==> src/logic/emesh_pkg.sv <==
package emesh_pkg;

  // One eMesh transaction, 104 bits, write bit on top
  typedef struct packed {
    logic        write;
    logic [1:0]  datamode;
    logic [4:0]  ctrlmode;
    logic [31:0] dstaddr;
    logic [31:0] data;
    logic [31:0] srcaddr;
  } emesh_packet_t;

  // Destination stream of a packet
  typedef enum logic [1:0] {
    PKT_WRITE,
    PKT_READ_REQ,
    PKT_READ_RESP
  } pkt_class_e;

  // AXI channel machines
  // Write side uses IDLE and RESP, read side uses IDLE and DATA
  typedef enum logic [1:0] {
    AXI_IDLE,
    AXI_RESP,
    AXI_DATA
  } axi_state_e;

  // Register map
  localparam logic [7:0] REG_CTRL       = 8'h00;
  localparam logic [7:0] REG_TABLE_BASE = 8'h40;
  localparam int         TABLE_ENTRIES  = 16;

  // Remap configuration seen by the remapper
  // Entry picked by dstaddr[31:28], replaces dstaddr[31:20]
  typedef struct packed {
    logic                               enable;
    logic [TABLE_ENTRIES-1:0][11:0]     entries;
  } remap_cfg_t;

endpackage

==> src/logic/erx_regs.sv <==
module erx_regs
  import emesh_pkg::*;
(
  input  logic        clk,
  input  logic        arst_n,
  input  logic [7:0]  s_axi_awaddr,
  input  logic        s_axi_awvalid,
  output logic        s_axi_awready,
  input  logic [31:0] s_axi_wdata,
  input  logic [3:0]  s_axi_wstrb,
  input  logic        s_axi_wvalid,
  output logic        s_axi_wready,
  output logic [1:0]  s_axi_bresp,
  output logic        s_axi_bvalid,
  input  logic        s_axi_bready,
  input  logic [7:0]  s_axi_araddr,
  input  logic        s_axi_arvalid,
  output logic        s_axi_arready,
  output logic [31:0] s_axi_rdata,
  output logic [1:0]  s_axi_rresp,
  output logic        s_axi_rvalid,
  input  logic        s_axi_rready,
  output remap_cfg_t  cfg
);

  axi_state_e  wr_state;
  axi_state_e  rd_state;
  logic        aw_done;
  logic        w_done;
  logic        wr_commit;
  logic [7:0]  aw_addr_q;
  logic [31:0] w_data_q;
  logic [3:0]  w_strb_q;
  logic [31:0] rd_word;

  // Control word, byte address bits 1:0 ignored
  function automatic logic hit_ctrl(input logic [7:0] addr);
    return addr[7:2] == REG_CTRL[7:2];
  endfunction

  // Sixteen table words fill 0x40 to 0x7C
  function automatic logic hit_table(input logic [7:0] addr);
    return addr[7:6] == REG_TABLE_BASE[7:6];
  endfunction

  // Address and data accepted independently, each once per write
  assign s_axi_awready = (wr_state == AXI_IDLE) && !aw_done;
  assign s_axi_wready  = (wr_state == AXI_IDLE) && !w_done;
  assign s_axi_bvalid  = (wr_state == AXI_RESP);
  assign s_axi_bresp   = 2'b00;

  // Both halves in hand
  assign wr_commit = (wr_state == AXI_IDLE) && aw_done && w_done;

  always_ff @(posedge clk or negedge arst_n)
  begin
    if (!arst_n)
    begin
      wr_state <= AXI_IDLE;
      aw_done  <= 1'b0;
      w_done   <= 1'b0;
    end
    else
    begin
      case (wr_state)
        AXI_IDLE:
        begin
          if (s_axi_awvalid && s_axi_awready)
            aw_done <= 1'b1;
          if (s_axi_wvalid && s_axi_wready)
            w_done <= 1'b1;
          if (wr_commit)
          begin
            aw_done  <= 1'b0;
            w_done   <= 1'b0;
            wr_state <= AXI_RESP;
          end
        end
        AXI_RESP:
        begin
          // Response always OKAY
          if (s_axi_bready)
            wr_state <= AXI_IDLE;
        end
        default:
          wr_state <= AXI_IDLE;
      endcase
    end
  end

  // Captured address and data
  always_ff @(posedge clk)
  begin
    if (s_axi_awvalid && s_axi_awready)
      aw_addr_q <= s_axi_awaddr;
    if (s_axi_wvalid && s_axi_wready)
    begin
      w_data_q <= s_axi_wdata;
      w_strb_q <= s_axi_wstrb;
    end
  end

  // Storage update, same edge that raises bvalid
  always_ff @(posedge clk or negedge arst_n)
  begin
    if (!arst_n)
      cfg <= '0;
    else if (wr_commit)
    begin
      if (hit_ctrl(aw_addr_q))
      begin
        if (w_strb_q[0])
          cfg.enable <= w_data_q[0];
      end
      else if (hit_table(aw_addr_q))
      begin
        // Entry is 12 bits wide, spans bytes 0 and 1
        if (w_strb_q[0])
          cfg.entries[aw_addr_q[5:2]][7:0] <= w_data_q[7:0];
        if (w_strb_q[1])
          cfg.entries[aw_addr_q[5:2]][11:8] <= w_data_q[11:8];
      end
    end
  end

  // Readback mux, unmapped gives zero
  always_comb
  begin
    rd_word = '0;
    if (hit_ctrl(s_axi_araddr))
      rd_word[0] = cfg.enable;
    else if (hit_table(s_axi_araddr))
      rd_word[11:0] = cfg.entries[s_axi_araddr[5:2]];
  end

  assign s_axi_arready = (rd_state == AXI_IDLE);
  assign s_axi_rvalid  = (rd_state == AXI_DATA);
  assign s_axi_rresp   = 2'b00;

  always_ff @(posedge clk or negedge arst_n)
  begin
    if (!arst_n)
      rd_state <= AXI_IDLE;
    else if (rd_state == AXI_IDLE)
    begin
      if (s_axi_arvalid)
        rd_state <= AXI_DATA;
    end
    else if (s_axi_rready)
      rd_state <= AXI_IDLE;
  end

  // Read data sampled with the address
  always_ff @(posedge clk)
  begin
    if (s_axi_arvalid && s_axi_arready)
      s_axi_rdata <= rd_word;
  end

endmodule

==> src/logic/erx_remap.sv <==
module erx_remap
  import emesh_pkg::*;
(
  input  logic          clk,
  input  logic          arst_n,
  input  remap_cfg_t    cfg,
  input  logic          in_access,
  input  emesh_packet_t in_packet,
  output logic          in_wait,
  input  logic          rd_wait,
  input  logic          wr_wait,
  output logic          mmu_access,
  output emesh_packet_t mmu_packet
);

  logic          held_q;
  logic          stall;
  emesh_packet_t remapped;

  // Address translation
  // Top nibble picks the entry, entry replaces the top 12 bits
  always_comb
  begin
    remapped = in_packet;
    if (cfg.enable)
      remapped.dstaddr[31:20] = cfg.entries[in_packet.dstaddr[31:28]];
  end

  // Held item blocked by the wait of its own kind
  assign stall = held_q && (mmu_packet.write ? wr_wait : rd_wait);

  // Source sees the stall directly
  assign in_wait = stall;

  // Hand over only when the distributor can take it
  assign mmu_access = held_q && !stall;

  always_ff @(posedge clk or negedge arst_n)
  begin
    if (!arst_n)
      held_q <= 1'b0;
    else if (!stall)
      held_q <= in_access;
  end

  // Packet register, frozen while stalled
  always_ff @(posedge clk)
  begin
    if (!stall && in_access)
      mmu_packet <= remapped;
  end

endmodule

==> src/logic/erx_disty.sv <==
module erx_disty
  import emesh_pkg::*;
#(
  parameter logic [11:0] read_tag = 12'h810
)
(
  input  logic          clk,
  input  logic          arst_n,
  input  logic          mmu_access,
  input  emesh_packet_t mmu_packet,
  input  logic          dma_access,
  input  emesh_packet_t dma_packet,
  output logic          dma_wait,
  output logic          rd_wait,
  output logic          wr_wait,
  output logic          wr_access,
  output emesh_packet_t wr_packet,
  output logic          rd_access,
  output emesh_packet_t rd_packet,
  output logic          rr_access,
  output emesh_packet_t rr_packet,
  input  logic          wr_fifo_wait,
  input  logic          rd_fifo_wait,
  input  logic          rr_fifo_wait
);

  pkt_class_e mmu_class;
  logic       mesh_read;

  // Reads are requests
  // A write carrying the read tag is a response
  function automatic pkt_class_e classify(input emesh_packet_t pkt);
    if (!pkt.write)
      return PKT_READ_REQ;
    else if (pkt.dstaddr[31:20] == read_tag)
      return PKT_READ_RESP;
    else
      return PKT_WRITE;
  endfunction

  assign mmu_class = classify(mmu_packet);
  assign mesh_read = mmu_access && (mmu_class == PKT_READ_REQ);

  // Read request stream, mesh ahead of DMA
  always_ff @(posedge clk or negedge arst_n)
  begin
    if (!arst_n)
      rd_access <= 1'b0;
    else
      rd_access <= mesh_read || dma_access;
  end

  always_ff @(posedge clk)
  begin
    if (mesh_read)
      rd_packet <= mmu_packet;
    else if (dma_access)
      rd_packet <= dma_packet;
  end

  // Write and response streams from the mesh only
  always_ff @(posedge clk or negedge arst_n)
  begin
    if (!arst_n)
    begin
      wr_access <= 1'b0;
      rr_access <= 1'b0;
    end
    else
    begin
      wr_access <= mmu_access && (mmu_class == PKT_WRITE);
      rr_access <= mmu_access && (mmu_class == PKT_READ_RESP);
    end
  end

  // One register serves both write-type streams
  always_ff @(posedge clk)
  begin
    if (mmu_access && mmu_packet.write)
      wr_packet <= mmu_packet;
  end

  assign rr_packet = wr_packet;

  // Back-pressure toward the remapper and DMA
  assign rd_wait  = rd_fifo_wait;
  assign wr_wait  = wr_fifo_wait | rr_fifo_wait;
  assign dma_wait = rd_fifo_wait | mesh_read;

endmodule

==> src/logic/erx_fifo.sv <==
module erx_fifo
  import emesh_pkg::*;
#(
  parameter int fifo_depth = 8
)
(
  input  logic          clk,
  input  logic          arst_n,
  input  logic          in_access,
  input  emesh_packet_t in_packet,
  output logic          in_wait,
  output logic          out_access,
  output emesh_packet_t out_packet,
  input  logic          out_wait
);

  localparam int ptr_w = $clog2(fifo_depth);
  localparam int cnt_w = ptr_w + 1;
  // Two free slots kept for items in flight upstream
  localparam logic [cnt_w-1:0] wait_level = cnt_w'(fifo_depth - 2);

  emesh_packet_t    mem [fifo_depth];
  logic [ptr_w-1:0] wr_ptr;
  logic [ptr_w-1:0] rd_ptr;
  logic [cnt_w-1:0] count;
  logic             out_ready;
  logic             mem_empty;
  logic             bypass;
  logic             push;
  logic             pop;

  // Output register free or draining this cycle
  assign out_ready = !out_access || !out_wait;
  assign mem_empty = (count == '0);
  // Empty FIFO feeds the output register directly
  assign bypass    = in_access && mem_empty && out_ready;
  assign push      = in_access && !bypass;
  assign pop       = out_ready && !mem_empty;

  assign in_wait = (count >= wait_level);

  always_ff @(posedge clk or negedge arst_n)
  begin
    if (!arst_n)
    begin
      wr_ptr     <= '0;
      rd_ptr     <= '0;
      count      <= '0;
      out_access <= 1'b0;
    end
    else
    begin
      if (push)
        wr_ptr <= wr_ptr + 1'b1;
      if (pop)
        rd_ptr <= rd_ptr + 1'b1;
      count <= count + cnt_w'(push) - cnt_w'(pop);
      // Held while the consumer waits
      if (out_ready)
        out_access <= !mem_empty || in_access;
    end
  end

  always_ff @(posedge clk)
  begin
    if (push)
      mem[wr_ptr] <= in_packet;
  end

  // Oldest entry first, else the incoming packet
  always_ff @(posedge clk)
  begin
    if (pop)
      out_packet <= mem[rd_ptr];
    else if (bypass)
      out_packet <= in_packet;
  end

endmodule

==> src/logic/erx_core.sv <==
module erx_core
  import emesh_pkg::*;
#(
  parameter logic [11:0] read_tag   = 12'h810,
  parameter int          fifo_depth = 8
)
(
  input  logic          clk,
  input  logic          arst_n,
  input  logic [7:0]    s_axi_awaddr,
  input  logic          s_axi_awvalid,
  output logic          s_axi_awready,
  input  logic [31:0]   s_axi_wdata,
  input  logic [3:0]    s_axi_wstrb,
  input  logic          s_axi_wvalid,
  output logic          s_axi_wready,
  output logic [1:0]    s_axi_bresp,
  output logic          s_axi_bvalid,
  input  logic          s_axi_bready,
  input  logic [7:0]    s_axi_araddr,
  input  logic          s_axi_arvalid,
  output logic          s_axi_arready,
  output logic [31:0]   s_axi_rdata,
  output logic [1:0]    s_axi_rresp,
  output logic          s_axi_rvalid,
  input  logic          s_axi_rready,
  input  logic          in_access,
  input  emesh_packet_t in_packet,
  output logic          in_wait,
  input  logic          dma_access,
  input  emesh_packet_t dma_packet,
  output logic          dma_wait,
  output logic          wr_access,
  output emesh_packet_t wr_packet,
  input  logic          wr_wait,
  output logic          rd_access,
  output emesh_packet_t rd_packet,
  input  logic          rd_wait,
  output logic          rr_access,
  output emesh_packet_t rr_packet,
  input  logic          rr_wait
);

  remap_cfg_t    cfg;
  logic          mmu_access;
  emesh_packet_t mmu_packet;
  // Distributor waits back to the remapper
  logic          mmu_rd_wait;
  logic          mmu_wr_wait;
  // Distributor to FIFO links
  logic          wr_fifo_access;
  emesh_packet_t wr_fifo_packet;
  logic          wr_fifo_wait;
  logic          rd_fifo_access;
  emesh_packet_t rd_fifo_packet;
  logic          rd_fifo_wait;
  logic          rr_fifo_access;
  emesh_packet_t rr_fifo_packet;
  logic          rr_fifo_wait;

  erx_regs u_erx_regs (
    .clk           (clk),
    .arst_n        (arst_n),
    .s_axi_awaddr  (s_axi_awaddr),
    .s_axi_awvalid (s_axi_awvalid),
    .s_axi_awready (s_axi_awready),
    .s_axi_wdata   (s_axi_wdata),
    .s_axi_wstrb   (s_axi_wstrb),
    .s_axi_wvalid  (s_axi_wvalid),
    .s_axi_wready  (s_axi_wready),
    .s_axi_bresp   (s_axi_bresp),
    .s_axi_bvalid  (s_axi_bvalid),
    .s_axi_bready  (s_axi_bready),
    .s_axi_araddr  (s_axi_araddr),
    .s_axi_arvalid (s_axi_arvalid),
    .s_axi_arready (s_axi_arready),
    .s_axi_rdata   (s_axi_rdata),
    .s_axi_rresp   (s_axi_rresp),
    .s_axi_rvalid  (s_axi_rvalid),
    .s_axi_rready  (s_axi_rready),
    .cfg           (cfg)
  );

  erx_remap u_erx_remap (
    .clk        (clk),
    .arst_n     (arst_n),
    .cfg        (cfg),
    .in_access  (in_access),
    .in_packet  (in_packet),
    .in_wait    (in_wait),
    .rd_wait    (mmu_rd_wait),
    .wr_wait    (mmu_wr_wait),
    .mmu_access (mmu_access),
    .mmu_packet (mmu_packet)
  );

  erx_disty #(
    .read_tag (read_tag)
  ) u_erx_disty (
    .clk          (clk),
    .arst_n       (arst_n),
    .mmu_access   (mmu_access),
    .mmu_packet   (mmu_packet),
    .dma_access   (dma_access),
    .dma_packet   (dma_packet),
    .dma_wait     (dma_wait),
    .rd_wait      (mmu_rd_wait),
    .wr_wait      (mmu_wr_wait),
    .wr_access    (wr_fifo_access),
    .wr_packet    (wr_fifo_packet),
    .rd_access    (rd_fifo_access),
    .rd_packet    (rd_fifo_packet),
    .rr_access    (rr_fifo_access),
    .rr_packet    (rr_fifo_packet),
    .wr_fifo_wait (wr_fifo_wait),
    .rd_fifo_wait (rd_fifo_wait),
    .rr_fifo_wait (rr_fifo_wait)
  );

  // Write stream queue
  erx_fifo #(
    .fifo_depth (fifo_depth)
  ) u_wr_fifo (
    .clk        (clk),
    .arst_n     (arst_n),
    .in_access  (wr_fifo_access),
    .in_packet  (wr_fifo_packet),
    .in_wait    (wr_fifo_wait),
    .out_access (wr_access),
    .out_packet (wr_packet),
    .out_wait   (wr_wait)
  );

  // Read request queue, mesh and DMA
  erx_fifo #(
    .fifo_depth (fifo_depth)
  ) u_rd_fifo (
    .clk        (clk),
    .arst_n     (arst_n),
    .in_access  (rd_fifo_access),
    .in_packet  (rd_fifo_packet),
    .in_wait    (rd_fifo_wait),
    .out_access (rd_access),
    .out_packet (rd_packet),
    .out_wait   (rd_wait)
  );

  // Read response queue
  erx_fifo #(
    .fifo_depth (fifo_depth)
  ) u_rr_fifo (
    .clk        (clk),
    .arst_n     (arst_n),
    .in_access  (rr_fifo_access),
    .in_packet  (rr_fifo_packet),
    .in_wait    (rr_fifo_wait),
    .out_access (rr_access),
    .out_packet (rr_packet),
    .out_wait   (rr_wait)
  );

endmodule

==> config.mk <==
export PLATFORM = sky130hd
export DESIGN_NAME = erx_core
export DESIGN_NICKNAME = d
export VERILOG_FILES = /design/src/logic/emesh_pkg.sv /design/src/logic/erx_regs.sv /design/src/logic/erx_remap.sv /design/src/logic/erx_disty.sv /design/src/logic/erx_fifo.sv /design/src/logic/erx_core.sv
export SDC_FILE = /design/constraint.sdc
export NUM_CORES = 2
export LEC_CHECK = 0
export ABC_CLOCK_PERIOD_IN_PS = 27600
export BUFFER_PORTS_ARGS = -buffer_cell sky130_fd_sc_hd__buf_2
export CAP_MARGIN = 20
export CORE_AREA = 2 2 381 535
export CTS_CLUSTER_SIZE = 25
export DETAILED_ROUTE_END_ITERATION = 16
export DIE_AREA = 0 0 383 537
export HOLD_SLACK_MARGIN = 0.1
export PLACE_DENSITY_LB_ADDON = 0.1
export SYNTH_ARGS = -nofsm -noshare
export SYNTH_HDL_FRONTEND = slang
export SYNTH_SLANG_ARGS = --single-unit
==> constraint.sdc <==
create_clock -name clk -period 27.6 [get_ports clk]
set_input_delay 4.14 -clock clk [delete_from_list [all_inputs] [get_ports clk]]
set_output_delay 4.14 -clock clk [all_outputs]
set_load 0.05 [all_outputs]
-- After elaboration in Yosys (flattened, before gate mapping)
Memories as Yosys holds them, arrays and structs flattened.
Index checks and enable logic that the tools add are counted.
Widths: inputs -> output; s select.
- reduce and logical (&&, ||, !) cells: 71
- muxes and demuxes: 45
- equality and inequality tests: 10
- bitwise logic cells: 4
- order comparisons: 7
- $add $sub $neg: 12
- operators with widths (operator ; count):
    $mux 192 ; 5
    $mux 104 ; 8
    $bwmux 192 ; 2
    $bmux 12 s4 ; 2
    $demux 12 s4 ; 2
    $mux 12 ; 4
    $logic_and 1x1->1 ; 27
    $add 3x1->3 const B ; 6
    $logic_not 1->1 ; 15
    $lt 4x5->1 const B ; 3
    $mux 2 ; 7
    $reduce_bool 2->1 ; 7
    $mux 1 ; 13
    $add 4x1->4 ; 3
    $eq 12x12->1 const B ; 1
    $ge 4x3->1 const B ; 3
    $logic_not 4->1 ; 3
    $logic_not 6->1 ; 2
    $sub 4x1->4 ; 3
    $eq 2x1->1 const B ; 4
    $mux 8 ; 1
    $reduce_and 2->1 ; 4
    $logic_or 1x1->1 ; 7
    $logic_not 2->1 ; 3
    9 further kinds ; 14
- output and inout port bits: 358
- memories kept: 3
- input bits: 272
- memory bits (writable): 2496
- word-level logic and storage cells: 230
- bits in registers: 894
- memories (memory ; depth ; width ; read ports ; clocked after memory_dff ; write ports ; line ; RTL):
    u_rd_fifo.mem ; 8 ; 104 ; 1 ; 0 ; 1 ; erx_fifo.sv:22 ; emesh_packet_t mem [fifo_depth];
    u_rr_fifo.mem ; 8 ; 104 ; 1 ; 0 ; 1 ; erx_fifo.sv:22 ;
    u_wr_fifo.mem ; 8 ; 104 ; 1 ; 0 ; 1 ; erx_fifo.sv:22 ;

-- Depth between registers and ports, before layout
- depth in word-level cells: 11
- depth in mapped cells: 12
- depth with buffers taken out: 10

-- Cells and area by module
A second synthesis with hierarchy kept.
- cell total of the unflattened synthesis: 7278
- area, all modules: 135150.9 µm²
- by module, submodules not included (module ; times used ; cells each ; sequential area each (µm²) ; area an instance (µm²)):
    erx_fifo at u_rd_fifo ... ; 2 ; 1961 ; 28382.2 ; 37111.8
    erx_fifo at u_wr_fifo ; 1 ; 1961 ; 28382.2 ; 36900.4
    erx_regs ; 1 ; 678 ; 5890.6 ; 10457.5
    erx_disty ; 1 ; 443 ; 6321.1 ; 8592.0
    erx_remap ; 1 ; 274 ; 3148.0 ; 4977.3

-- Worst setup path before layout
OpenSTA, ideal clock, no wires.
- kind: input to register
- start: input wr_wait
- end: memory u_wr_fifo.mem[0][0] (netlist name), enable pin
- cell stages on the path: 4
- path buffers: 0
- setup time: 0.694 ns
- data required time: 26.906 ns
- setup slack: 15.027 ns
- arrival time: 11.879 ns
- path through: nand2_1 a31oi_1 nand2b_1 nor3_1
- word-level cells in the longest chain between the ends: 7
- RTL lines (element ; line ; RTL):
    from (decl) ; erx_core.sv:35 ; input logic wr_wait,
    $logic_not 1->1 ; erx_fifo.sv:33 ; assign out_ready = !out_access || !out_wait;
    $logic_or 1x1->1 ; erx_fifo.sv:33 ;
    $logic_and 1x1->1 ; erx_fifo.sv:36 ; assign bypass = in_access && mem_empty && out_ready;
    $logic_not 1->1 ; erx_fifo.sv:37 ; assign push = in_access && !bypass;
    $logic_and 1x1->1 ; erx_fifo.sv:37 ;
    net u_wr_fifo.push ; erx_fifo.sv:29 ; logic push;
    $mux 1 ; erx_fifo.sv:66 ; if (push)
    $mux 1 (not written as such) ; erx_fifo.sv:67 ; mem[wr_ptr] <= in_packet;
    to (decl) ; erx_fifo.sv:22 ;
The timed path passes the listed nets, and every way through them passes these cells.

-- Worst setup path in the final report
- start: input rr_wait
- end: memory u_rr_fifo.mem[3][44] (netlist name), enable pin
- word-level cells in the longest chain between the ends: 7
- RTL lines (element ; line ; RTL):
    from (decl) ; erx_core.sv:41 ; input logic rr_wait
    $logic_not 1->1 ; erx_fifo.sv:33 ;
    $logic_or 1x1->1 ; erx_fifo.sv:33 ;
    $logic_and 1x1->1 ; erx_fifo.sv:36 ;
    $logic_not 1->1 ; erx_fifo.sv:37 ;
    $logic_and 1x1->1 ; erx_fifo.sv:37 ;
    net u_rr_fifo.push ; erx_fifo.sv:29 ;
    $mux 1 ; erx_fifo.sv:66 ;
    $mux 1 (not written as such) ; erx_fifo.sv:67 ;
    to (decl) ; erx_fifo.sv:22 ;
The timed path passes the listed nets, and every way through them passes these cells.

==> results summary <==
The required time of the worst setup path is 28.05 ns. In this run the critical register-to-register path is launched from u_wr_fifo.count[2]$_DFF_PN0_. For this run, the leading register cell type out of synthesis is edfxtp_1.

The post-synthesis sequential element count came out at 3,386. The worst register-to-register path ends at u_wr_fifo.out_packet[35]$_DFFE_PP_. The pin count of the biggest net entering global routing is 177. The die outline area is 205,700 um2. Before antenna repair, the detailed router went through 6 iterations.

The synthesized netlist devotes 0.1213% of its cell area to XOR and XNOR gates. The clock slew at the register clock pins of the worst setup and hold paths is 0.06 ns. The total half-perimeter wirelength after legalization and detailed placement came out at 175.3 mm.

The simple-gate share of the synthesized area is 1.759%. Walking the worst path, the cells encountered are buf_2, nand2_1, a31oi_1, nand2_1, nor2_4, buf_4, buf_4. Summed over all cells, the static leakage comes to 49.88 nW. The initial antenna violation count is 59. The async set-or-reset flop fraction in the synthesized netlist is 6.911%. The relative area change from synthesis to final layout is 12.25%.

The hold-fix buffer count after cts is 0. Measured against the total synthesized area, the mux share comes to 17.65%. In this run the post-CTS setup repair buffer count came out at 0. The capturing element type of the critical path is a flop. The count of placed standard cells including taps is 9,073. The final period demand of the worst path is 7.490 ns. In this run the deepest clock path goes through 4 buffers. The via count of the first global-routing pass is 63,810. After routing the design area is 145,900 um2.

The tree is rooted in a clkbuf_16. The final worst slack is 20.11 ns. The number of buffers inserted by port buffering came out at 579. The share of the clock period used by the worst path came out at 27.14%.

Summing over every cut layer, the via total after detailed routing is 63,630. For hold timing, the worst endpoint is u_rd_fifo.wr_ptr[0]$_DFFE_PN0P_. Summing the areas of all compound-gate instances in the mapped netlist gives 1.657% of the synthesized area.

TritonCTS built the clock tree. The share of final-layout standard cells stronger than drive strength 1 came out at 31.51%. The Yosys step of the flow raised 0 warnings.

Among all stages on the critical path, the largest delay is contributed by buf_4. During I/O placement, the number of pins put on the boundary was 630. The number of maximum-capacitance violations came out at 0. The adder and majority gate portion of the synthesized area is 0.2484%.

The count of final max-slew check failures was 0. The routed design has 309.5 mm of wire. For the worst flop-to-flop path, the logic depth is 8. The placed standard-cell area came out at 136,000 um2. The peak fanout along the critical path came out at 49. The remaining global-route overflow is 0. Setup violations remaining at the end of the flow were counted as 0.

The count of endpoints failing hold in the final timing report is 0. The areal power density over the cells came out at 106.1 nW/um2. The routability-driven placement congestion ratio is 0.8114. At the placement stage, the worst setup path has a slack of 19.24 ns. Counting the buffers created by CTS gives 309. The final layout contains 7,026 nets.

The peak supply drop is 0.0001146 V. The placeable core area came out at 200,800 um2. The type of the worst min-delay path is flop to flop. The clock net sink count is 3,386. Setup total negative slack on the finished layout was measured at 0 ns. The sequential-to-total area share from yosys stat is 77.33%. Across the routed clock network, the largest skew measured is 0.05292 ns. The transition at the pin with the smallest max-transition slack came out at 1.137 ns. The final core area utilization is 72.66%.

By area, the combinational part of the netlist is dominated by multiplexers. The synthesized cell area came out at 130,000 um2. The worst setup path is launched from a primary input.

The global-route usage over all layers is 30.32%. The run finished with clean final reports. Measured along the x axis, the die boundary spans 383 um.

The critical path arrival came out at 7.94 ns. The kind of critical path is primary input to flop. Along the worst hold path, the cell count comes to 1. Setup repair after global routing left no endpoint under its margin.

The die is 537 um tall. The number of rows created at floorplan came out at 195. For flop-to-flop paths, the worst setup slack is 23.05 ns. The source of the worst hold timing path is u_rd_fifo.wr_ptr[0]$_DFFE_PN0P_. In this run the tightest slew margin relative to its limit is 23.80%. The post-detailed-route DRC marker count came out at 0. The mean post-synth cell area came out at 21.49 um2.

The longest individual stage delay on the worst path came out at 0.85 ns. The peak clock frequency supported by timing is 133.5 MHz. Gates resized during post-CTS repair numbered 0.

The first global-routing pass estimated 443.7 mm of wire. The instance count of the mapped netlist came out at 6,048. The average wire per standard cell came out at 32.12 um.

The number of standard cells in the final layout excluding fillers is 9,637. The number of violations reported at the end of detailed-routing iteration 0 came out at 8,374. Using the TritonRoute via totals, the vias-per-cell ratio works out to 6.603. The clock reaches the later pin of the worst-skew pair after 0.86 ns.

The initial cell density of the core is 64.73%. The number of nets with antenna violations after detailed routing is 0. The number of H-tree levels came out at 5. The number of distinct library cell variants in the gate-level netlist after synthesis is 54.

The number of synthesized flops with an enable pin is 3,152.
-- through the flow --
step,hold slack (ns),total power [mW]
2_1_floorplan,0.4222,10.13
3_3_place_gp,0.4985,11.31
3_5_place_dp,0.5054,11.41
4_1_cts,0.5180,15.58
5_1_grt,0.5366,16.04
6_report,0.5160,15.48
-- worst max-delay path by stage --
| stage | start | to | slack (ns) | cells past startpoint |
|---|---|---|---|---|
| 5_1_grt | rr_wait | u_rr_fifo.mem[3][43]$_DFFE_PP_ | 19.90 | 7 |
| 6_report | rr_wait | u_rr_fifo.mem[3][44]$_DFFE_PP_ | 20.11 | 7 |
| 2_1_floorplan | wr_wait | u_wr_fifo.mem[0][0]$_DFFE_PP_ | 15.03 | 4 |
| 3_5_place_dp | rr_wait | u_rr_fifo.mem[3][5]$_DFFE_PP_ | 19.24 | 7 |
| 4_1_cts | rr_wait | u_rr_fifo.mem[3][44]$_DFFE_PP_ | 20.13 | 7 |
| 3_3_place_gp | rr_wait | u_rr_fifo.mem[2][43]$_DFFE_PP_ | 19.28 | 7 |
-- state kept, by name, summed over array words and instances (netlist names), 3 cells and up --
register and count:
u_wr_fifo.count 4, u_rd_fifo.mem 832, u_erx_regs.aw_addr_q 6, u_erx_regs.cfg 193, u_erx_regs.w_data_q 12, u_rd_fifo.count 4
u_rr_fifo.wr_ptr 3, u_rd_fifo.out_packet 104, u_erx_disty.rd_packet 104, u_rd_fifo.wr_ptr 3, u_rr_fifo.count 4, u_wr_fifo.out_packet 104
u_erx_regs.s_axi_rdata 12, u_wr_fifo.rd_ptr 3, u_rr_fifo.mem 832, u_rd_fifo.rd_ptr 3, u_erx_disty.rr_packet 104, u_erx_remap.mmu_packet 104
u_wr_fifo.mem 832, u_rr_fifo.out_packet 104, u_rr_fifo.rd_ptr 3, u_wr_fifo.wr_ptr 3
-- synthesized netlist by cell type (21+ instances only) --
cell type	count	area share, %
clkbuf_1	117	0.34
buf_4	31	0.18
o21ai_0	313	1.2
mux2i_1	377	2.9
nand2_1	345	1.0
mux2_2	303	2.6
dfrtp_1	234	4.5
buf_1	69	0.20
mux4_2	699	12
ha_1	21	0.20
nor2_1	33	0.095
buf_2	118	0.45
edfxtp_1	3152	73
-- layer usage --
layer	vias to the layer above	track usage (%)	share of wire (%)
li1	26060	-	-
met1	33490	45.54	39
met2	3595	46.31	47
met3	474	6.804	11
met4	14	7.765	2.5
met5	-	0	0.026
-- power by group --
| group | internal, mW | leakage [nW] | total, mW | switching [mW] |
|---|---|---|---|---|
| Clock | 2.39 | 4.78 | 4.20 | 1.81 |
| Combinational | 1.51 | 13.1 | 3.86 | 2.35 |
| Sequential | 6.68 | 32.0 | 7.42 | 0.737 |
| Total | 10.6 | 49.9 | 15.5 | 4.90 |
-- cell families after synthesis --
logic type,count (synthesis)
compound gates,394
simple gates,489
mux,1380
buf+inv,356
other cells,1
xor+xnor,18
flops,3386
fa+ha+maj,24
-- cell usage in the layout, fill, tap and decap left out, drive strengths merged, types with 5 or more instances in the layout --
master,n
bufinv,27
clkinv,111
conb,24
mux4,699
o211ai,6
a21o,7
nor2,33
mux2i,377
a22oi,8
and2,5
inv,25
or2,7
nand2,345
buf,684
nand3,14
clkbuf,391
a21oi,16
ha,21
o22ai,7
nand2b,19
nand3b,7
nor3,40
dfrtp,234
o21ai,313
edfxtp,3152
diode,11
nor2b,10
xnor2,10
clkinvlp,14
mux2,304
xor2,8
a31oi,5
a221oi,6
-- final cells by class --
class	instances	area (um2)
sequential	3386	100500
multi-input combinational	2329	28190
tap	2659	3327
clock inverter	157	1474
inverter	20	77.57
timing repair buffer	684	3951
clock buffer	391	8313
fill	11630	54900
antenna	11	27.53
-- worst max-delay path: cells and delay by family --
kind	cells	cell delay (ns)
AOI/OAI and AO/OA	1	0.67
and+or+nand+nor	3	1.33
buffers and inverters	3	1.64
Power figures use the tool's default switching activity.
